**config.mk**
```make
export PLATFORM = sky130hd
export DESIGN_NAME = cdrx_frame_writer_flat
export DESIGN_NICKNAME = d
export VERILOG_FILES = /design/src/source/cdrx_pkg.sv /design/src/source/cdrx_if.sv /design/src/source/cdrx_frame_writer.sv /design/src/flat_wrapper.sv
export SDC_FILE = /design/constraint.sdc
export NUM_CORES = 1
export LEC_CHECK = 0
export BUFFER_PORTS_ARGS = -buffer_cell sky130_fd_sc_hd__buf_4
export CAP_MARGIN = 20
export CORE_UTILIZATION = 40
export DETAILED_ROUTE_END_ITERATION = 10
export PLACE_DENSITY = 0.63
export SYNTH_ARGS = -nofsm -noshare
export SYNTH_HDL_FRONTEND = slang
export SYNTH_SLANG_ARGS = --single-unit
```
**constraint.sdc**
```tcl
create_clock -name clk -period 2.7 [get_ports clk]
set_clock_uncertainty 0.05 [all_clocks]
set_input_delay 0.405 -clock clk [delete_from_list [all_inputs] [get_ports clk]]
set_output_delay 0.405 -clock clk [all_outputs]
set_load 0.02 [all_outputs]
```
**src/source/cdrx_pkg.sv**
```systemverilog
// ============================================================
// receive controller package: buffer geometry, host opcodes,
// register addresses and the FSM state encodings
// ============================================================

package cdrx_pkg;

    // buffer geometry
    localparam int I_WIDTH   = 6;                  // index width, 64 blocks
    localparam int B_WIDTH   = 11;                 // byte address width, 2048 bytes
    localparam int S_WIDTH   = 5;                  // block byte width, 32 bytes
    localparam int F_WIDTH   = 3;                  // extra-block count width
    localparam int MAX_FRAME = 256;                // longest frame in bytes
    localparam int A_WIDTH   = B_WIDTH - 2;        // word address of the buffer
    localparam int BLOCKS    = 1 << I_WIDTH;       // blocks in the ring

    // host request opcodes
    typedef enum logic {
        OP_FETCH   = 1'b0,
        OP_RELEASE = 1'b1
    } host_op_e;

    // register map
    typedef enum logic [1:0] {
        REG_CTRL   = 2'd0,
        REG_STATUS = 2'd1,
        REG_DROPS  = 2'd2
    } reg_addr_e;

    // frame writer FSM
    typedef enum logic [1:0] {
        W_IDLE,
        W_RECV,
        W_COMMIT
    } writer_state_e;

    // host reader FSM
    typedef enum logic [1:0] {
        R_IDLE,
        R_READ,
        R_ACK,
        R_WAIT
    } reader_state_e;

endpackage
```
**src/source/cdrx_if.sv**
```systemverilog
// ============================================================
// cdrx_wr_if: frame RAM write port
// cdrx_rd_if: frame RAM read port
// ============================================================
`timescale 1ns/1ps

interface cdrx_wr_if;
    logic [7:0] wr_byte;
    logic [7:0] wr_addr;                           // byte offset within the frame
    logic       wr_en;
    logic       wr_err;
    logic [7:0] wr_len;                            // frame length minus one
    logic       switch;                            // commit pulse

    modport writer (output wr_byte, wr_addr, wr_en, wr_err, wr_len, switch);
    modport ram    (input  wr_byte, wr_addr, wr_en, wr_err, wr_len, switch);
endinterface


```
**src/source/cdrx_frame_writer.sv**
```systemverilog
// ============================================================
// frame writer: byte stream to frame RAM write port,
// length tracking and overlong truncation
// ============================================================
`timescale 1ns/1ps

module cdrx_frame_writer import cdrx_pkg::*; (
    input  logic       clk,
    input  logic       reset_n,
    input  logic [7:0] rx_byte,
    input  logic       rx_valid,
    input  logic       rx_end,
    input  logic       rx_crc_err,
    input  logic       rx_enable,
    cdrx_wr_if.writer  wr
);

    writer_state_e state;
    logic [8:0]    cnt;                            // bytes stored so far
    logic          crc_err_q;
    logic          overlong;

    logic          take;
    logic [8:0]    base;

    // the commit cycle takes no byte, the bus idles between frames
    assign take = rx_valid && rx_enable && (state != W_COMMIT);
    assign base = (state == W_IDLE) ? 9'd0 : cnt;

    assign wr.wr_len = 8'(cnt - 9'd1);             // held until the next frame starts
    assign wr.wr_err = crc_err_q | overlong;

    always_ff @(posedge clk) begin
        if (take) begin
            wr.wr_byte <= rx_byte;
            wr.wr_addr <= base[7:0];
        end
    end

    always_ff @(posedge clk or negedge reset_n) begin
        if (!reset_n) begin
            state     <= W_IDLE;
            cnt       <= '0;
            crc_err_q <= 1'b0;
            overlong  <= 1'b0;
            wr.wr_en  <= 1'b0;
            wr.switch <= 1'b0;
        end else begin
            wr.wr_en  <= 1'b0;
            wr.switch <= 1'b0;
            case (state)
                W_IDLE, W_RECV: begin
                    if (take) begin
                        if (state == W_IDLE) begin
                            overlong <= 1'b0;
                        end
                        if (base < MAX_FRAME) begin
                            wr.wr_en <= 1'b1;
                            cnt      <= base + 9'd1;
                        end else begin
                            overlong <= 1'b1;  // extra bytes discarded
                        end
                    end
                    if (rx_end && (state == W_RECV || take)) begin
                        wr.switch <= 1'b1;
                        crc_err_q <= rx_crc_err;
                        state     <= W_COMMIT;
                    end else if (take) begin
                        state <= W_RECV;
                    end
                end
                W_COMMIT: state <= W_IDLE;
                default:  state <= W_IDLE;
            endcase
        end
    end

endmodule

```
**src/flat_wrapper.sv**
```systemverilog
// flat-port wrapper written by rule: the top's interface ports become plain ports
module cdrx_frame_writer_flat import cdrx_pkg::*;
  (clk, reset_n, rx_byte, rx_valid, rx_end, rx_crc_err, rx_enable, wr_wr_byte, wr_wr_addr, wr_wr_en, wr_wr_err, wr_wr_len, wr_switch);
  cdrx_wr_if wr_i ();
  input  logic clk;
  input  logic reset_n;
  input  logic [7:0] rx_byte;
  input  logic rx_valid;
  input  logic rx_end;
  input  logic rx_crc_err;
  input  logic rx_enable;
  output wire logic [$bits(wr_i.wr_byte)-1:0] wr_wr_byte;
  output wire logic [$bits(wr_i.wr_addr)-1:0] wr_wr_addr;
  output wire logic [$bits(wr_i.wr_en)-1:0] wr_wr_en;
  output wire logic [$bits(wr_i.wr_err)-1:0] wr_wr_err;
  output wire logic [$bits(wr_i.wr_len)-1:0] wr_wr_len;
  output wire logic [$bits(wr_i.switch)-1:0] wr_switch;
  assign wr_wr_byte = wr_i.wr_byte;
  assign wr_wr_addr = wr_i.wr_addr;
  assign wr_wr_en = wr_i.wr_en;
  assign wr_wr_err = wr_i.wr_err;
  assign wr_wr_len = wr_i.wr_len;
  assign wr_switch = wr_i.switch;
  cdrx_frame_writer u_core (.clk(clk), .reset_n(reset_n), .rx_byte(rx_byte), .rx_valid(rx_valid), .rx_end(rx_end), .rx_crc_err(rx_crc_err), .rx_enable(rx_enable), .wr(wr_i));
endmodule
```
Yosys cells after proc, flatten, opt, wreduce, memory -nomap -nowiden --
Index checks and enable logic that the tools add are counted.
Word-level totals: logic and storage cells 36, bits in registers 31, output and inout bits 27, input port bits 14
Operators by class: bitwise gates (word level) 1, add/sub/neg operators 2, multiplexer cells 11, equality and inequality tests 4, magnitude comparators 1, reduce and logical (&&, ||, !) cells 9
Operators with widths (count):
- $add 9x1->9 const B | 1
- $lt 9x9->1 const B | 1
- $mux 9 | 1
- $sub 8x1->8 const B | 1
- $mux 1 | 7
- $mux 2 | 3
- $reduce_and 3->1 | 2
- $logic_and 1x1->1 | 3
- $ne 3x1->1 const B | 1
- $eq 2x1->1 const B | 1
- $logic_not 2->1 | 1
- $ne 2x1->1 const B | 1
- $ne 2x2->1 const B | 1
- $reduce_and 2->1 | 1
- $reduce_or 2->1 | 1
- $logic_or 1x1->1 | 1
- $or 1x1->1 | 1

Logic depth before layout (Yosys ltp) --
Gate-level depths: netlist of run 1.
word-level depth 6, mapped depth 7, depth with buffers taken out 6

Worst setup path before layout of run 1 --
No wires, ideal clock.
path kind reg-to-reg, from register u_core.state[0], to register u_core.wr.wr_addr[0], enable pin, cell stages (with the launch flop) 4, setup time 0.414 ns, clock period less this slack 2.270 ns, data arrival time 1.807 ns, path slack 0.430 ns, data required time 2.236 ns, buffers on the path 1, cells stage by stage dfrtp_1 > buf_2 > inv_1 > a21boi_0
On the way: longest elaborated chain between the ends 2
RTL lines:
- from (decl) | line cdrx_frame_writer.sv:18 | writer_state_e state;
- from (signal assigned) | line cdrx_frame_writer.sv:42 | state <= W_IDLE;
- from (signal assigned) | line cdrx_frame_writer.sv:67 | state <= W_COMMIT;
- from (signal assigned) | line cdrx_frame_writer.sv:69 | state <= W_RECV;
- $ne 2x2->1 | line cdrx_frame_writer.sv:27 | assign take = rx_valid && rx_enable && (state != W_COMMIT);
- $logic_and 1x1->1 | line cdrx_frame_writer.sv:27
- via u_core.take | line cdrx_frame_writer.sv:23 | logic take;
- to (signal assigned) | line cdrx_frame_writer.sv:36 | wr.wr_addr <= base[7:0];
- to (decl) | line cdrx_if.sv:15 | modport writer (output wr_byte, wr_addr, wr_en, wr_err, wr_len, switch);
The timed path passes the listed nets, and every way through them passes these cells. A chain may end at the register's enable or synchronous reset.

Final worst setup path of run 1 --
from register u_core.cnt[2], to output port wr_wr_len[7]
On the way: longest elaborated chain between the ends 1
RTL lines:
- from (decl) | line cdrx_frame_writer.sv:19 | logic [8:0] cnt;
- from (signal assigned) | line cdrx_frame_writer.sv:59 | cnt <= base + 9'd1;
- $sub 8x1->8 | line cdrx_frame_writer.sv:30 | assign wr.wr_len = 8'(cnt - 9'd1);
- to (decl) | line flat_wrapper.sv:16 | output wire logic [$bits(wr_i.wr_len)-1:0] wr_wr_len;
Every way passes these cells.

==> results of run 1 <==
==> through the flow <==
step                setup slack, ps  std cells  hold slack [ps]
global placement                749        195              219
global route                    237        204              177
floorplan                       430        113             59.4
detailed placement              662        195              221
finish                          381        204              179
CTS                             355        204              166
==> power breakdown <==
part,total [W],leakage (nW),internal [W],switching [W]
clock,0.000247,0.0293,0.000101,0.000146
combinational,0.000219,0.419,0.0000997,0.000119
sequential,0.000554,0.351,0.000527,0.0000270
==> sequential cells by signal, summed over array words and instances (netlist names) <==
name and flops:
u_core.crc_err_q 1, u_core.state 2, u_core.wr.switch 1, u_core.overlong 1, u_core.wr.wr_byte 8, u_core.cnt 9, u_core.wr.wr_en 1, u_core.wr.wr_addr 8
==> metal layers <==
metal,vias up,part of all wire (%)
li1,493,-
met1,457,42
met2,43,47
met3,6,8.5
met4,0,2.0
met5,-,0
==> worst min-delay path by stage <==
stage / start / endpoint / slack, ps
6_report: rx_end / u_core.state[0] / 180
5_1_grt: rx_byte[3] / u_core.wr.wr_byte[3] / 180
3_5_place_dp: reset_n / u_core.cnt[8] / 220
3_3_place_gp: reset_n / u_core.cnt[8] / 220
4_1_cts: rx_end / u_core.state[0] / 170
2_1_floorplan: reset_n / u_core.cnt[0] / 60
==> kinds of logic after synthesis <==
family	count (synthesis)	synth area share [%]
adders and majority gates	2	1.77
DFF	31	60.5
xor gates and xnor gates	9	5.57
buffers and inverters	10	3.54
and+or+nand+nor	44	20.5
AOI/OAI and AO/OA	14	5.84
muxes	3	2.30
==> cell type report <==
type                            count  area share (%)
Clock buffer                        7            2.49
Clock inverter                      1           0.277
Inverter                            5            1.04
Multi-Input combinational cell     72            28.1
Sequential cell                    31            47.3
Tap cell                           46            3.18
Timing Repair Buffer               42            17.6
==> critical path: cells and delay by family, from the launching register on <==
| family | cells | cell delay [ps] |
|---|---|---|
| flops | 1 | 490 |
| xor+xnor | 1 | 160 |
| buf+inv | 1 | 150 |
| simple gates | 2 | 730 |
==> synth_stat cells, types with 2 or more instances <==
library cell	number	area (sq um)
sky130_fd_sc_hd__a21boi_0	2	15.0
sky130_fd_sc_hd__a21oi_1	6	30.0
sky130_fd_sc_hd__buf_2	4	20.0
sky130_fd_sc_hd__dfrtp_1	15	375
sky130_fd_sc_hd__edfxtp_1	16	480
sky130_fd_sc_hd__ha_1	2	25.0
sky130_fd_sc_hd__inv_1	5	18.8
sky130_fd_sc_hd__mux2_2	2	22.5
sky130_fd_sc_hd__nand2_1	9	33.8
sky130_fd_sc_hd__nand2b_1	2	12.5
sky130_fd_sc_hd__nand4_1	3	18.8
sky130_fd_sc_hd__nand4b_1	2	17.5
sky130_fd_sc_hd__nor2_1	7	26.3
sky130_fd_sc_hd__nor2b_1	4	25.0
sky130_fd_sc_hd__nor3b_1	2	15.0
sky130_fd_sc_hd__o21ai_0	3	15.0
sky130_fd_sc_hd__or4_1	2	15.0
sky130_fd_sc_hd__xnor2_1	3	26.3
sky130_fd_sc_hd__xor2_1	6	52.6
==> repair_timing <==
item / CTS / global route
buffers inserted: 0 / 0
hold buffers: 1 / 0
hold endpoints to repair: 15 / 0
==> flow_summary.ini, run 1 <==
[setup_path]
cpMaxStageDelayCell = sky130_fd_sc_hd__or4_4
crit_path_start_kind = register
critical_path_cell_sequence = or4_4 > nor4_4 > xor2_1 > buf_4
critical_path.reg2reg.endpoint = u_core.cnt[6]
endpoint_kind = output port
critPathMaxFanout = 9
reg2reg_setup_slack_ps = 630
rr_startpoint = u_core.state[0]
r2r_cells = 6
path_class = reg -> out
cp_slowest_stage_delay_ps = 580
timing.critical_path.from = u_core.cnt[2]
critical_path.endpoint = wr_wr_len[7]
cp.arrival_ps = 1860
critPathRequiredTime_ps = 2250

[clocking]
cts_tree = built
cts.path.max_buffers = 2
cts-buffers-inserted = 5
htree_levels = 2
cts.root.buffer_cell = sky130_fd_sc_hd__clkbuf_4
ctsResizeCount = 0
clock-sinks = 31
clkSlewWorstSetupHoldPaths_ps = 90
clk_latency_ps = 330

[synthesis]
mappedNetlistNets = 129
syn-mean-instance-area_sq_um = 12.5
yosysUniqueCellTypes = 37
synthesis.instances = 113
postSynth.topFlopCell = sky130_fd_sc_hd__edfxtp_1
async_sr_flop_fraction_pct = 48.4
yosys_register_bits = 31
synth_edf_count = 16
synth_sequential_area_ratio_pct = 60.5
syn_area_sq_um = 1420
yosys_warnings = 0

[sta]
timing.final.max_slew_violations = 0
slew-limit-headroom_pct = 67.5
rsz0062_at_grt = false
hold_viol_final = 0
timing.fmax_mhz = 431
min_period_ps = 2320
max_slew.worst_pin.slew_ps = 486
totalNegativeSetupSlack_ps = 0
share_of_the_clock_period_used_by_the_worst_path_after_layout_pct = 85.9
setup_viol = 0

[die]
die_area_sq_um = 3780
die_y_um = 61.5
floorplan.initialDensity_pct = 42.1
floorplan.rows = 21
chipWidth_um = 61.5
io_pins = 41
placeableCoreArea_sq_um = 3360

[outcome]
status = complete, no violations

[placed_design]
port_buffers = 40
place_hpwl_mm = 2.00
postPlaceCellArea_sq_um = 1750
routabilityCongestion = 0.798

[finish]
total_inserted_antenna_cells = 0
area.growth.synth_to_final_pct = 27.9
nets = 173
ff_latch_area_sq_um = 856
mostFrequentLayoutCells = sky130_fd_sc_hd__buf_4, sky130_fd_sc_hd__edfxtp_1, sky130_fd_sc_hd__dfrtp_1
final_area_sq_um = 1810
final.fill_count = 320
multi_input_comb_area_sq_um = 509
post-route-util_pct = 53.8
layout-drive-gt1-share_pct = 33.5
mostFrequentLayoutCell = sky130_fd_sc_hd__buf_4

[route]
route.vias.total = 999
drt-total-wl_mm = 2.70
detail_route.wl_per_cell_um = 13.2
remaining_drc_errors = 0
drt_iter0_markers = 19
routed_via_density = 4.90
detailedRoute.firstPassIterationCount = 4
drtAntennaViolNets = 0

[power_and_ir_drop]
power.ir.vdd_worst_mv = 0.273
p_leak_nw = 0.798
ratio_of_total_power_to_cell_area_nw_per_um2 = 563
power.total_w = 0.00102

[global_routing]
grt_busiest_layer = met2
grt_overall_usage_pct = 16.4
first_global_vias = 925
grt_pass1_wl_mm = 4.28
globalRouteMet3Util_pct = 6.30
met1_usage_pct = 19.7
gr_ovfl_total = 0
use_met2_pct = 26.0
antenna_found_initial = 0
pin_count_of_the_biggest_net_entering_global_routing = 17

[worst_hold_path]
min-delay-path-class = in -> reg
whs_path_depth = 2

[flow_run]
maxCapViolCount = 0
No activity file was read; power rests on OpenSTA's default activity.
==> run 2: changes to the inputs <==
--- a/config.mk
+++ b/config.mk
@@ -7,9 +7,10 @@
 export LEC_CHECK = 0
 export BUFFER_PORTS_ARGS = -buffer_cell sky130_fd_sc_hd__buf_4
 export CAP_MARGIN = 20
+export CORE_ASPECT_RATIO = 2
 export CORE_UTILIZATION = 40
 export DETAILED_ROUTE_END_ITERATION = 10
-export PLACE_DENSITY = 0.63
+export PLACE_DENSITY = 0.7
 export SYNTH_ARGS = -nofsm -noshare
 export SYNTH_HDL_FRONTEND = slang
 export SYNTH_SLANG_ARGS = --single-unit
==> flow_summary.ini, run 2 (synthesis gave the netlist of run 1 again) <==
[finish]
nets = 173
area.growth.synth_to_final_pct = 30.7
layout-drive-gt1-share_pct = 34.2
mostFrequentLayoutCell = sky130_fd_sc_hd__buf_4
total_inserted_antenna_cells = 0
multi_input_comb_area_sq_um = 509
largest_register_ff_count = 9
largest_reg_by_ff_count = u_core.cnt
top_regs = u_core.cnt: 9 flops, u_core.wr.wr_addr: 8 flops, u_core.wr.wr_byte: 8 flops
final.fill_count = 296
post-route-util_pct = 54.7
ff_latch_area_sq_um = 856
layout.cells.non_filler = 190
mostFrequentLayoutCells = sky130_fd_sc_hd__buf_4, sky130_fd_sc_hd__edfxtp_1, sky130_fd_sc_hd__dfrtp_1

[sta]
timing.fmax_mhz = 434
setup_viol = 0
timing.final.max_slew_violations = 0
rsz0062_at_grt = false
share_of_the_clock_period_used_by_the_worst_path_after_layout_pct = 85.3
totalNegativeSetupSlack_ps = 0
slew-limit-headroom_pct = 68.2
hold_viol_final = 0
max_slew.worst_pin.slew_ps = 476
min_period_ps = 2300

[die]
io_pins = 41
chipWidth_um = 44.1
floorplan.initialDensity_pct = 41.9
floorplan.rows = 30
die_area_sq_um = 3790
placeableCoreArea_sq_um = 3380
die_y_um = 86.1

[setup_path]
cp.arrival_ps = 1850
crit_path_start_kind = register
timing.critical_path.from = u_core.cnt[2]
critPathRequiredTime_ps = 2250
path_class = reg -> out
rr_startpoint = u_core.state[0]
reg2reg_setup_slack_ps = 590
r2r_cells = 6
endpoint_kind = output port
critPathMaxFanout = 9

[route]
remaining_drc_errors = 4
detail_route.wl_per_cell_um = 16.6
detailedRoute.firstPassIterationCount = 9
route.vias.total = 1078
drt-total-wl_mm = 3.15
drt_iter0_markers = 65
drtAntennaViolNets = 0
routed_via_density = 5.67

[clocking]
clkSlewWorstSetupHoldPaths_ps = 70
htree_levels = 2
clock-sinks = 31
cts_post_setup_buffers_inserted = 0
clk_latency_ps = 290
cts_tree = built
cts-buffers-inserted = 5
cts.root.buffer_cell = sky130_fd_sc_hd__clkbuf_8
cts.path.max_buffers = 2

[worst_hold_path]
whs_path_depth = 2
hold_path_startpoint = rx_end
min-delay-path-class = in -> reg

[power_and_ir_drop]
ratio_of_total_power_to_cell_area_nw_per_um2 = 662
p_leak_nw = 0.825
power.ir.vdd_worst_mv = 0.421

[placed_design]
routabilityCongestion = 0.936
dpl.cell_count = 181
place_hpwl_mm = 2.28
port_buffers = 40

[global_routing]
antenna_found_initial = 0
grt_overall_usage_pct = 19.4
gr_ovfl_total = 0
grt_pass1_wl_mm = 5.29
first_global_vias = 1136
pin_count_of_the_biggest_net_entering_global_routing = 17

[outcome]
failed_checks = design-rule violations
status = finished with violations

[flow_run]
maxCapViolCount = 0
==> run 2: changes by cell type in the layout (fill, tap and decap cells not counted), sizes merged <==
cell	before	now
clkbuf	7	5
bufinv	0	1
clkinv	1	2
==> run 2: worst paths after layout <==
path                                         end
worst max-delay path                wr_wr_len[7]
worst min-delay path             u_core.state[0]
worst max register to register     u_core.cnt[6]
worst min register to register  u_core.crc_err_q
max in group asynchronous          u_core.cnt[2]
min in group asynchronous        u_core.state[1]
==> run 2: critical path, cell delays in order, from the launching register on <==
cell,delay [ps]
sky130_fd_sc_hd__dfrtp_1,480
sky130_fd_sc_hd__or4_4,590
sky130_fd_sc_hd__nor4_4,180
sky130_fd_sc_hd__xor2_1,170
sky130_fd_sc_hd__buf_4,160
==> run 2: per-layer routing <==
layer	global-route usage, %	part of all wire [%]
met1	19.4	34
met2	34.6	57
met3	4.84	6.7
met4	10.5	2.4
met5	0	0
==> run 2: where the power goes <==
| part | internal (W) | switching, W | leakage, nW |
|---|---|---|---|
| logic | 0.0000997 | 0.000123 | 0.419 |
| clock network | 0.000270 | 0.000178 | 0.0556 |
| registers | 0.000527 | 0.0000269 | 0.351 |
==> run 2: metrics by stage <==
stage | cell area (sq um) | hold WS (ps) | setup slack (ps) | total power [W]
after floorplan | 1420 | 59.4 | 430 | 0.000684
after global placement | 1730 | 220 | 738 | 0.000781
after detailed placement | 1730 | 223 | 638 | 0.000787
after CTS | 1850 | 225 | 396 | 0.00123
after global routing | 1850 | 234 | 298 | 0.00128
final | 1850 | 224 | 397 | 0.00122
==> run 2: timing repair <==
| action | in CTS | in global routing |
|---|---|---|
| gates resized for setup | 0 | 0 |
| hold buffers | 1 | 0 |
| endpoints found under the hold margin | 15 | 0 |
==> run 2: cell type report <==
class	instances	share of cell area [%]
inverters	5	1.01
clock buffers	5	3.72
multi-input cells	72	27.5
clock inverters	3	2.10
repair buffers	42	17.2
flip-flops and latches	31	46.3
well taps	32	2.17
