$ cat src/source/cdrx_pkg.sv
// ============================================================
// receive controller package: buffer geometry, host opcodes,
// register addresses and the FSM state encodings
// ============================================================

package cdrx_pkg;

    // buffer geometry
    localparam int I_WIDTH   = 6;                  // index width, 64 blocks
    localparam int B_WIDTH   = 11;                 // byte address width, 2048 bytes
    localparam int S_WIDTH   = 5;                  // block byte width, 32 bytes
    localparam int F_WIDTH   = 3;                  // extra-block count width
    localparam int MAX_FRAME = 256;                // longest frame in bytes
    localparam int A_WIDTH   = B_WIDTH - 2;        // word address of the buffer
    localparam int BLOCKS    = 1 << I_WIDTH;       // blocks in the ring

    // host request opcodes
    typedef enum logic {
        OP_FETCH   = 1'b0,
        OP_RELEASE = 1'b1
    } host_op_e;

    // register map
    typedef enum logic [1:0] {
        REG_CTRL   = 2'd0,
        REG_STATUS = 2'd1,
        REG_DROPS  = 2'd2
    } reg_addr_e;

    // frame writer FSM
    typedef enum logic [1:0] {
        W_IDLE,
        W_RECV,
        W_COMMIT
    } writer_state_e;

    // host reader FSM
    typedef enum logic [1:0] {
        R_IDLE,
        R_READ,
        R_ACK,
        R_WAIT
    } reader_state_e;

endpackage
$ cat src/source/cdrx_ctrl_regs.sv
// ============================================================
// control registers: rx enable, flush pulse, drop counter,
// four-phase register access
// ============================================================
`timescale 1ns/1ps

module cdrx_ctrl_regs import cdrx_pkg::*; (
    input  logic       clk,
    input  logic       reset_n,
    input  logic       reg_req,
    input  logic       reg_write,
    input  reg_addr_e  reg_addr,
    input  logic [7:0] reg_wdata,
    output logic       reg_ack,
    output logic [7:0] reg_rdata,
    input  logic       switch_fail,
    input  logic       frame_ready,
    output logic       rx_enable,
    output logic       flush
);

    logic       req_meta;
    logic       req_s;
    logic [7:0] drops;
    logic       access;

    assign access = req_s && !reg_ack;             // one access per request

    always_ff @(posedge clk) begin
        if (access && !reg_write) begin
            case (reg_addr)
                REG_CTRL:   reg_rdata <= {7'd0, rx_enable};  // flush bit reads 0
                REG_STATUS: reg_rdata <= {7'd0, frame_ready};
                REG_DROPS:  reg_rdata <= drops;
                default:    reg_rdata <= 8'd0;
            endcase
        end
    end

    always_ff @(posedge clk or negedge reset_n) begin
        if (!reset_n) begin
            req_meta  <= 1'b0;
            req_s     <= 1'b0;
            reg_ack   <= 1'b0;
            rx_enable <= 1'b1;
            flush     <= 1'b0;
            drops     <= '0;
        end else begin
            req_meta <= reg_req;
            req_s    <= req_meta;
            flush    <= 1'b0;
            if (switch_fail && drops != 8'hff) begin
                drops <= drops + 8'd1;             // saturates at 255
            end
            if (access) begin
                reg_ack <= 1'b1;
                if (reg_write) begin
                    case (reg_addr)
                        REG_CTRL: begin
                            rx_enable <= reg_wdata[0];
                            flush     <= reg_wdata[1];
                        end
                        REG_DROPS: drops <= '0;
                        default:   ;
                    endcase
                end
            end else if (!req_s && reg_ack) begin
                reg_ack <= 1'b0;
            end
        end
    end

endmodule

$ cat config.mk
export PLATFORM = sky130hd
export DESIGN_NAME = cdrx_ctrl_regs
export DESIGN_NICKNAME = d
export VERILOG_FILES = /design/src/source/cdrx_pkg.sv /design/src/source/cdrx_ctrl_regs.sv
export SDC_FILE = /design/constraint.sdc
export NUM_CORES = 1
export LEC_CHECK = 0
export BUFFER_PORTS_ARGS = -buffer_cell sky130_fd_sc_hd__clkbuf_2
export CAP_MARGIN = 5
export CELL_PAD_IN_SITES_DETAIL_PLACEMENT = 0
export CELL_PAD_IN_SITES_GLOBAL_PLACEMENT = 1
export CORE_UTILIZATION = 42
export CTS_BUF_LIST = sky130_fd_sc_hd__clkbuf_8 sky130_fd_sc_hd__clkbuf_16
export DETAILED_ROUTE_END_ITERATION = 10
export PLACE_DENSITY_LB_ADDON = 0.1
export SLEW_MARGIN = 20
export SYNTH_ARGS = -nofsm -noshare
export SYNTH_HDL_FRONTEND = slang
export SYNTH_SLANG_ARGS = --single-unit
$ cat constraint.sdc
create_clock -name clk -period 4.15 [get_ports clk]
set_input_delay 0.415 -clock clk [delete_from_list [all_inputs] [get_ports clk]]
set_output_delay 0.415 -clock clk [all_outputs]
set_load 0.02 [all_outputs]
**Word-level counts from Yosys, hierarchy flattened**

Index checks and enable logic that the tools add are counted.

- Flip-flop bits (word level): 21
- Input port bits: 16
- Output and inout bits: 11
- Logic and storage cells: 31

- $add $sub $neg: 1
- Equality and inequality tests: 3
- Muxes and demuxes: 10
- Reduce and logical (&&, ||, !) cells: 10

Operators by type and width:

| operator | count |
|---|---|
| two-way mux 8 bit | 4 |
| case mux 8 bit (3 select lines) | 1 |
| adder 8 x 1 -> 8 bit, second input constant | 1 |
| != test 8 bit, second input constant | 1 |
| two-way mux 1 bit | 5 |
| logical AND 1 bit | 4 |
| zero test 1 bit | 3 |
| AND reduction 3 bit | 1 |
| == test 2 x 1 -> 1 bit, second input constant | 1 |
| == test 2 bit, second input constant | 1 |
| zero test 2 bit | 1 |
| nonzero test 2 bit | 1 |

**Depth between registers and ports, before layout**

Gate-level depths: netlist of the first run.

- Depth after elaboration: 6
- Depth in mapped cells: 5
- Depth with buffers taken out: 5

**Worst setup path before layout of the first run**

No wires, ideal clock.

- Path kind: reg2reg
- Start point: register reg_ack
- End point: register reg_rdata[0], enable pin
- Library setup time: 0.373 ns
- Arrival: 1.155 ns
- Required time: 3.777 ns
- Slack: 2.622 ns
- Stages on the path, launching flop included: 4
- Buffers on the path: 0
- Period minus slack after synthesis: 1.528 ns
- Cell sequence: dfrtp_1 inv_1 ha_1 nor2b_1

- Cells in the longest elaborated chain, start to end: 3

RTL lines:

| what | line | text |
|---|---|---|
| from (decl) | cdrx_ctrl_regs.sv:14 | `output logic reg_ack,` |
| from (signal assigned) | cdrx_ctrl_regs.sv:44 | `reg_ack <= 1'b0;` |
| from (signal assigned) | cdrx_ctrl_regs.sv:56 | `reg_ack <= 1'b1;` |
| from (signal assigned) | cdrx_ctrl_regs.sv:68 | `reg_ack <= 1'b0;` |
| zero test 1 bit | cdrx_ctrl_regs.sv:27 | `assign access = req_s && !reg_ack;` |
| logical AND 1 bit | cdrx_ctrl_regs.sv:27 |  |
| named net access | cdrx_ctrl_regs.sv:25 | `logic access;` |
| logical AND 1 bit | cdrx_ctrl_regs.sv:30 | `if (access && !reg_write) begin` |
| to (signal assigned) | cdrx_ctrl_regs.sv:32 | `REG_CTRL: reg_rdata <= {7'd0, rx_enable};` |
| to (signal assigned) | cdrx_ctrl_regs.sv:33 | `REG_STATUS: reg_rdata <= {7'd0, frame_ready};` |
| to (signal assigned) | cdrx_ctrl_regs.sv:34 | `REG_DROPS: reg_rdata <= drops;` |
| to (decl) | cdrx_ctrl_regs.sv:15 | `output logic [7:0] reg_rdata,` |

The timed path passes the listed nets, and every way through them passes these cells.
A chain may end at the register's enable or synchronous reset.

**Final worst setup path of the first run**

- Start point: register reg_ack
- End point: register reg_rdata[1], enable pin

The elaborated chain is that of the path after synthesis.

==> results.md, run 1 <==
- The insertion delay of the later-clocked pin in the worst-skew pair is 0.25 ns.
- After filler insertion, the fill cell instance count of the layout stands at 181.
- Walking the worst path, the cells encountered are inv_1 -> ha_1 -> nor2b_1.
- The total half-perimeter wirelength after legalization and detailed placement is 1170 um.
- After detailed routing, the average wire length per cell comes to 12.3 um.
- The initial DRC count is 6.
- The number of routed nets with antenna violations is 0.
- The initial antenna violation count is 0.
- The actual transition at the worst max-transition pin is 0.634 ns.
- Yosys mapped the design onto 26 distinct sky130hd cell types.
- The placed instances occupy a cell area of 1080 um2.
- Post-CTS timing repair inserted 0 buffers for setup.
- Of the synthesized area, sequential elements account for 59.2%.
- The kind of end point of the critical path is a register.
- The aggregate global-route resource usage is 14.9%.
- After routing the design area is 1120 um2.
- For this run, the slowest stage of the critical path takes 0.55 ns.
- The number of hold buffers added after CTS was 0.
- The worst setup timing slack at the placement stage is 2.55 ns.
- Yosys printed 0 warnings.
- The commonest cells after synthesis are sky130_fd_sc_hd__dfrtp_1 (12), sky130_fd_sc_hd__and2_1 (8), sky130_fd_sc_hd__edfxtp_1 (8).
- The total die area is 2470 um2.
- Using the TritonRoute via totals, the vias-per-cell ratio works out to 5.39.
- The floorplan step set the die width to 49.7 um.
- The sequential cells in the finished layout cover a total of 567 um2.
- Of all cell types, the one taking the most synthesized area is sky130_fd_sc_hd__dfrtp_1.
- The final-layout setup total negative slack is 0 ns.
- The clock net in this run drives a total of 21 sinks.
- Counting flops with an async set or reset pin after synthesis yields a share of 61.9%.
- The number of hold-slack violations in the final timing report is 0.
- The kind of cell with the highest combined delay on the critical path is simple AND/OR/NAND/NOR gates.
- At the end of the flow, the number of nets in the layout was 119.
- Yosys instantiated no cell more often than sky130_fd_sc_hd__dfrtp_1.
- The via count is 684.
- The final count of negative-setup-slack endpoints is 0.
- The start-to-end type of the worst setup path is reg -> reg.
- The number of H-tree levels is 1.
- The first global-routing pass estimated 2750 um of wire.
- The flip-flop cell with the highest count after synthesis is sky130_fd_sc_hd__dfrtp_1.
- The area of the multi-input gates is 375 um2.
- The sum of routed wire length over all layers is 1560 um.
- Of the available clock period, the critical path in the final layout requires 38.4%.
- Synthesis handed over a netlist of 77 instances.
- The max-slew violation count is 0.
- The first TritonRoute pass finished after 4 iterations.
- The CTS tree is built.
- The shortest period the worst path allows is 1.59 ns.
- Based on the critical path, the design can be clocked at up to 0.628 GHz.
- Entering global routing, the biggest net connects 14 pins.
- The maximum buffer depth of the clock tree is 2.
- After floorplanning, the core was divided into 16 placement rows.
- The signed area change from the synthesized netlist to the final layout is 17.5%.
- The flow ran to the end, and the final reports show no timing, DRC or antenna violations.
- STA classifies the critical path startpoint as a register.
- The residual overflow from global routing is 0.
- The worst min-delay path category is in -> async.
- The relative max-transition margin is 57.7%.
- The max capacitance violation total is 0.
- Gates resized during post-CTS repair numbered 0.
- In this run the worst path has a maximum fanout of 8.
- The flop and latch count out of synthesis is 21.
- Setup repair after global routing left no endpoint under its margin.
- The worst path required time is 4.04 ns.
- The number of buffers and inverters on the critical path is 1.
- The count of flip-flops with a built-in enable after synthesis is 8.
- Clock skew on the completed layout was measured at 0.00288 ns.
- 27 I/O pins were placed.
- The DRC violations left is 0.
- The master of the slowest instance on the critical path is sky130_fd_sc_hd__nor2b_1.
- The via count of the first global-routing pass came to 595.
- The vertical die dimension is 49.7 um.
- In this run the power density over the cells is 535 nW/um2.
- After clock tree synthesis, the clock-pin slew on the worst setup and hold paths is 0.07 ns.
- The effective utilization at floorplan is 46.9%.
- The placeable core area is 2040 um2.
- The antenna diode count is 0.
- The mean instance size in the synthesized netlist is 12.4 um2.
- After synthesis, the largest area contributor takes up 31.4% of total cell area.
- The post-layout worst setup margin is 2.56 ns.
- Counting every net in the synthesized netlist gives 95.
- By area the synthesized netlist is led by sky130_fd_sc_hd__dfrtp_1 (31%), sky130_fd_sc_hd__edfxtp_1 (25%), sky130_fd_sc_hd__and2_1 (5.2%).
- The worst endpoint data arrival time is 1.48 ns.
- The post-synthesis cell area is 957 um2.
- Cells with a size suffix above 1 make up 27.0% of the layout.
- In this run the tool buffered the top-level ports with 20 buffer cells.
- The leakage power total is 0.507 nW.
- The number of buffers added by the clock tree synthesis step is 3.
- At the end of routability-driven placement, the weighted congestion stood at 0.746.
- The cell at the root of the clock tree is sky130_fd_sc_hd__clkbuf_8.
- The worst supply voltage drop on vdd is 0.000297 V.
==> state kept, by name (all words and copies together) (netlist names) <==
| signal | flops |
|---|---|
| reg_ack | 1 |
| req_s | 1 |
| req_meta | 1 |
| reg_rdata | 8 |
| flush | 1 |
| rx_enable | 1 |
| drops | 8 |
==> routing by layer <==
layer	global-route usage, %	wire length, um	vias to the layer above
met5	0	0	-
met4	7.14	0	0
met3	2.78	45	0
li1	-	-	338
met1	21.0	771	333
met2	21.8	740	13
==> stage by stage <==
step           util (%)  std cells  hold WS [ns]  power [mW]
2_1_floorplan         -         77         0.119       0.429
3_5_place_dp       52.9        123         0.335       0.482
5_1_grt            55.1        127        0.0676       0.646
3_3_place_gp       52.9        123         0.335       0.475
6_report           55.1        127        0.0422       0.602
4_1_cts            55.1        127        0.0551       0.610
==> final timing paths <==
check                      startpoint      endpoint  slack, ns  depth (start not counted)
max                           reg_ack  reg_rdata[1]       2.56                          3
min                           reset_n      drops[6]       0.04                          1
max reg2reg                   reg_ack  reg_rdata[1]       2.56                          3
min reg2reg                  req_meta         req_s       0.36                          0
max in group asynchronous     reset_n     rx_enable       3.82                          1
min in group clk              reg_req      req_meta       0.26                          1
==> worst register-to-register path, cell delays in order, from the launching register on <==
cell and delay [ns]:
sky130_fd_sc_hd__dfrtp_1 0.40, sky130_fd_sc_hd__inv_1 0.06, sky130_fd_sc_hd__ha_1 0.22, sky130_fd_sc_hd__nor2b_1 0.55
==> layout make-up <==
cell class	count	area share, %
clock inverter	1	0.334
sequential	21	50.4
timing repair buffer	20	8.90
clock buffer	3	3.67
tap	27	3.00
multi-input combinational	54	33.4
inverter	1	0.334
==> cell families after synthesis <==
logic type,share of synthesized area (%)
and+or+nand+nor,21.7
DFF,59.2
AOI/OAI and AO/OA,8.37
muxes,6.54
buffers and inverters,1.57
adders and majority gates,2.61
==> where the power goes <==
part	internal [mW]	leakage, nW	total, mW	switching, mW
Combinational	0.0721	0.241	0.155	0.0830
Clock	0.0657	0.0269	0.127	0.0608
Sequential	0.270	0.239	0.321	0.0509
==> layout by cell type (no fill, tap or decap), types with 2 or more instances in the layout <==
master / n
sky130_fd_sc_hd__clkbuf_8: 3
sky130_fd_sc_hd__nand2b_1: 2
sky130_fd_sc_hd__and4_1: 2
sky130_fd_sc_hd__nand2_1: 7
sky130_fd_sc_hd__and3_1: 3
sky130_fd_sc_hd__a31oi_1: 4
sky130_fd_sc_hd__inv_1: 2
sky130_fd_sc_hd__nor2b_1: 2
sky130_fd_sc_hd__dfrtp_1: 12
sky130_fd_sc_hd__nor3_1: 3
sky130_fd_sc_hd__a211oi_1: 2
sky130_fd_sc_hd__mux2i_1: 4
sky130_fd_sc_hd__a21oi_1: 2
sky130_fd_sc_hd__nor4bb_1: 2
sky130_fd_sc_hd__clkbuf_2: 20
sky130_fd_sc_hd__ha_1: 2
sky130_fd_sc_hd__nand3_1: 2
sky130_fd_sc_hd__and2_1: 8
sky130_fd_sc_hd__edfxtp_1: 8
sky130_fd_sc_hd__mux2_2: 2
sky130_fd_sc_hd__o21ai_0: 2
(Power assumes the default switching activity.)
==> inputs of run 2 (changes only) <==
--- a/config.mk
+++ b/config.mk
@@ -5,11 +5,13 @@
 export SDC_FILE = /design/constraint.sdc
 export NUM_CORES = 1
 export LEC_CHECK = 0
+export ABC_AREA = 1
 export BUFFER_PORTS_ARGS = -buffer_cell sky130_fd_sc_hd__clkbuf_2
 export CAP_MARGIN = 5
 export CELL_PAD_IN_SITES_DETAIL_PLACEMENT = 0
 export CELL_PAD_IN_SITES_GLOBAL_PLACEMENT = 1
-export CORE_UTILIZATION = 42
+export CORE_ASPECT_RATIO = 0.5
+export CORE_UTILIZATION = 37
 export CTS_BUF_LIST = sky130_fd_sc_hd__clkbuf_8 sky130_fd_sc_hd__clkbuf_16
 export DETAILED_ROUTE_END_ITERATION = 10
 export PLACE_DENSITY_LB_ADDON = 0.1
==> constraint.sdc (replaced) <==
create_clock -name clk -period 1.51 [get_ports clk]
set_input_delay 0.151 -clock clk [delete_from_list [all_inputs] [get_ports clk]]
set_output_delay 0.151 -clock clk [all_outputs]
set_load 0.02 [all_outputs]
==> results.md, run 2 <==
- Status: finished clean (unchanged).
- RSZ-0062 raised after global routing: no (unchanged).
- The kind of end point of the critical path is a register (unchanged).
- The master of the slowest instance on the critical path is sky130_fd_sc_hd__dfrtp_1 (was sky130_fd_sc_hd__nor2b_1).
- The vertical die dimension was 38.6 um (was 49.7 um).
- The clock sink count is 21 (unchanged).
- The flop and latch count out of synthesis is 21 (unchanged).
- The aggregate global-route resource usage is 15.5% (was 14.9%).
- The placeable core area is 2370 um2 (was 2040 um2).
- The final estimated routing congestion in global placement was 0.792 (was 0.746).
- The power density normalized to cell area came to 1320 nW/um2 (was 535 nW/um2).
- The register area share after synthesis is 57.1% (was 59.2%).
- The worst clock skew is 0.00427 ns (was 0.00288 ns).
- The worst hold slack after final layout is 0.0718 ns (was 0.0422 ns).
- The cell at the root of the clock tree is sky130_fd_sc_hd__clkbuf_8 (unchanged).
- The number of hold-slack violations in the final timing report is 0 (unchanged).
- The total half-perimeter wirelength after legalization and detailed placement came to 1400 um (was 1170 um).
- The worst endpoint data arrival time is 1.46 ns (was 1.48 ns).
- The number of buffers added by the clock tree synthesis step came to 3 (unchanged).
- The cell count after synthesis is 112 (was 77).
- The share of the synthesized area in the top cell type was 30.2% (was 31.4%).
- The signed area change from the synthesized netlist to the final layout came to 21.8% (was 17.5%).
- The DRC violations left is 0 (unchanged).
- The count of flip-flops with a built-in enable after synthesis is 8 (unchanged).
- The maximum buffer depth of the clock tree is 2 (unchanged).
- The peak clock frequency supported by timing was 0.764 GHz (was 0.628 GHz).
- The worst min-delay path category is in -> reg (was in -> async).
- The global-route wire length before repair came to 3140 um (was 2750 um).
- The max-slew violation count was 0 (unchanged).
- The kind of cell with the highest combined delay on the critical path is flip-flops (was simple AND/OR/NAND/NOR gates).
- The final-layout setup total negative slack was 0 ns (unchanged).
- The number of routed nets with antenna violations came to 0 (unchanged).
- The instance area after placement came to 1140 um2 (was 1080 um2).
- The site row count was 12 (was 16).
- The count of nets after finishing is 158 (was 119).
- The routed length per instance was 10.5 um (was 12.3 um).
- The leakage power total is 0.594 nW (was 0.507 nW).
- Registers with the most flip-flops: drops (8), reg_rdata (8) (unchanged).
- The worst supply voltage drop on vdd is 0.000600 V (was 0.000297 V).
- The initial DRC count is 32 (was 6).
- The register-to-register path setup slack is 0.20 ns (was 2.56 ns).
- The flip-flop cell with the highest count after synthesis is sky130_fd_sc_hd__dfrtp_1 (unchanged).
- The detailed-router iteration count before antenna repair is 4 (unchanged).
- The clock slew seen by the registers of the worst setup and hold paths is 0.07 ns (about the same).
- The post-cts repair resize count is 0 (unchanged).
- The via count of the first global-routing pass is 714 (was 595).
- The fraction of final layout cells sized beyond drive strength 1 is 23.0% (was 27.0%).
- The cell type contributing the most total cell area after synthesis is sky130_fd_sc_hd__dfrtp_1 (unchanged).
- Area contributors post-synth: sky130_fd_sc_hd__dfrtp_1 (30%), sky130_fd_sc_hd__edfxtp_1 (24%), sky130_fd_sc_hd__nand2_1 (7.9%) (was sky130_fd_sc_hd__dfrtp_1 (31%), sky130_fd_sc_hd__edfxtp_1 (25%), sky130_fd_sc_hd__and2_1 (5.2%)).
- The mean instance size in the synthesized netlist is 8.87 um2 (was 12.4 um2).
- The number of placed I/O pins is 27 (unchanged).
- The shortest period the worst path allows is 1.31 ns (was 1.59 ns).
- The delay of the slowest cell on the worst path was 0.42 ns (was 0.55 ns).
- The largest fanout of any net on the critical path was 10 (was 8).
- The number of cells after detailed placement is 168 (was 123).
- The relative max-transition margin is 77.3% (was 57.7%).
- The post-synthesis cell area came to 993 um2 (was 957 um2).
- The number of buffers inserted by port buffering is 20 (unchanged).
- The sum of routed wire length over all layers is 1830 um (was 1560 um).
- The share of the core filled with cells is 51.0% (was 55.1%).
- The pin count of the biggest net entering global routing is 14 (unchanged).
- The max capacitance violation total is 0 (unchanged).
- The post-route non-filler standard cell count is 174 (was 127).
- The share of the clock period used by the worst path is 86.7% (was 38.4%).
- The post-layout worst setup margin was 0.201 ns (was 2.56 ns).
- The start-to-end type of the worst setup path is reg -> reg (unchanged).
- The final count of negative-setup-slack endpoints is 0 (unchanged).
- The startpoint kind of the worst setup timing path is a register (unchanged).
- The most common cell in the synthesized netlist is sky130_fd_sc_hd__nand2_1 (was sky130_fd_sc_hd__dfrtp_1).
- The filler cell count in the final layout came to 255 (was 181).
- The insertion delay of the later-clocked pin in the worst-skew pair is 0.26 ns (was 0.25 ns).
- The worst setup timing slack at the placement stage is 0.188 ns (was 2.55 ns).
- The worst path required time was 1.66 ns (was 4.04 ns).
- Cells along the critical path: ha_1 -> inv_1 -> nor2_2 -> nand2_4 -> nand2_2 -> o21ai_0 -> nor2_1 (was inv_1 -> ha_1 -> nor2b_1).
- The antenna diode count is 0 (unchanged).
- The total setup buffers inserted after CTS is 0 (unchanged).
- The total die area is 2910 um2 (was 2470 um2).
- The initial antenna violation count is 0 (unchanged).
- The final design area excluding fillers was 1210 um2 (was 1120 um2).
- The ratio of routed vias to standard cells is 4.42 (was 5.39).
- The total buffers and inverters traversed by the critical path is 1 (unchanged).
- The residual overflow from global routing is 0 (unchanged).
- The width of the chip is 75.3 um (was 49.7 um).
- The effective utilization at floorplan was 41.9% (was 46.9%).
- Top post-synthesis cells by count: sky130_fd_sc_hd__nand2_1 (21), sky130_fd_sc_hd__inv_1 (20), sky130_fd_sc_hd__nor2_1 (15) (was sky130_fd_sc_hd__dfrtp_1 (12), sky130_fd_sc_hd__and2_1 (8), sky130_fd_sc_hd__edfxtp_1 (8)).
- The via count was 769 (was 684).
- The total nets after synthesis is 130 (was 95).
- Most used cells in the layout excluding fill and tap cells: sky130_fd_sc_hd__inv_1 (21), sky130_fd_sc_hd__nand2_1 (21), sky130_fd_sc_hd__clkbuf_2 (20) (was sky130_fd_sc_hd__clkbuf_2 (20), sky130_fd_sc_hd__dfrtp_1 (12), sky130_fd_sc_hd__and2_1 (8), sky130_fd_sc_hd__edfxtp_1 (8), sky130_fd_sc_hd__nand2_1 (7)).
- The count of synthesis-stage warnings from yosys is 0 (unchanged).
- The number of H-tree levels came to 1 (unchanged).
- The number of distinct library cells after synthesis is 18 (was 26).
- The CTS tree is built (unchanged).
- The actual transition at the worst max-transition pin is 0.340 ns (was 0.634 ns).
- The post-synthesis async set-or-reset flop share is 61.9% (unchanged).
- The total power was 1.60 mW (was 0.602 mW).
## run 2: worst register-to-register path, delay by kind of cell, from the launching register on
kind	cells	cell delay (ns)
AO/OA/AOI/OAI	1	0.14
flip-flops	1	0.42
buffers and inverters	1	0.08
AND/OR/NAND/NOR	4	0.31
adder cells (fa/ha/maj)	1	0.25
## run 2: per-layer routing
metal / up-vias / track usage [%] / wire length, um
li1: 409 / - / -
met1: 334 / 21.0 / 974
met2: 24 / 23.7 / 725
met3: 2 / 6.25 / 119
met4: 0 / 2.78 / 8
met5: - / 0 / 0
## run 2: worst paths after layout
| kind | startpoint | to | depth (start not counted) |
|---|---|---|---|
| max in group asynchronous | reset_n | rx_enable | 2 |
| min in group asynchronous | reset_n | req_meta | 2 |
| max reg2reg | drops[0] | drops[1] | 7 |
| min reg2reg | req_meta | req_s | 0 |
| min | reg_wdata[1] | flush | 3 |
| max | drops[0] | drops[1] | 7 |
## run 2: power by group
group	internal (mW)	switching (mW)
combinational	0.153	0.263
clock	0.181	0.172
sequential	0.725	0.108
## run 2: repair_timing
action                                  4_1_cts  5_1_grt
endpoints found under the hold margin        13        0
hold buffers                                  2        0
endpoints found under the setup margin        0        0
## run 2: cell type report
type / instances / area [um2] / share of cell area (%)
clock inverters: 1 / 3.75 / 0.310
multi-input cells: 71 / 352 / 29.1
inverters: 20 / 75.1 / 6.20
repair buffers: 23 / 128 / 10.5
flip-flops and latches: 21 / 567 / 46.8
clock buffers: 3 / 41.3 / 3.41
well taps: 35 / 43.8 / 3.62
## run 2: cells by family after synthesis
| family | count (synthesis) | share of synthesized area [%] |
|---|---|---|
| flops | 21 | 57.1 |
| fa+ha+maj | 2 | 2.52 |
| xor+xnor | 1 | 0.882 |
| simple gates | 57 | 26.4 |
| buf+inv | 20 | 7.56 |
| compound gates | 11 | 5.54 |
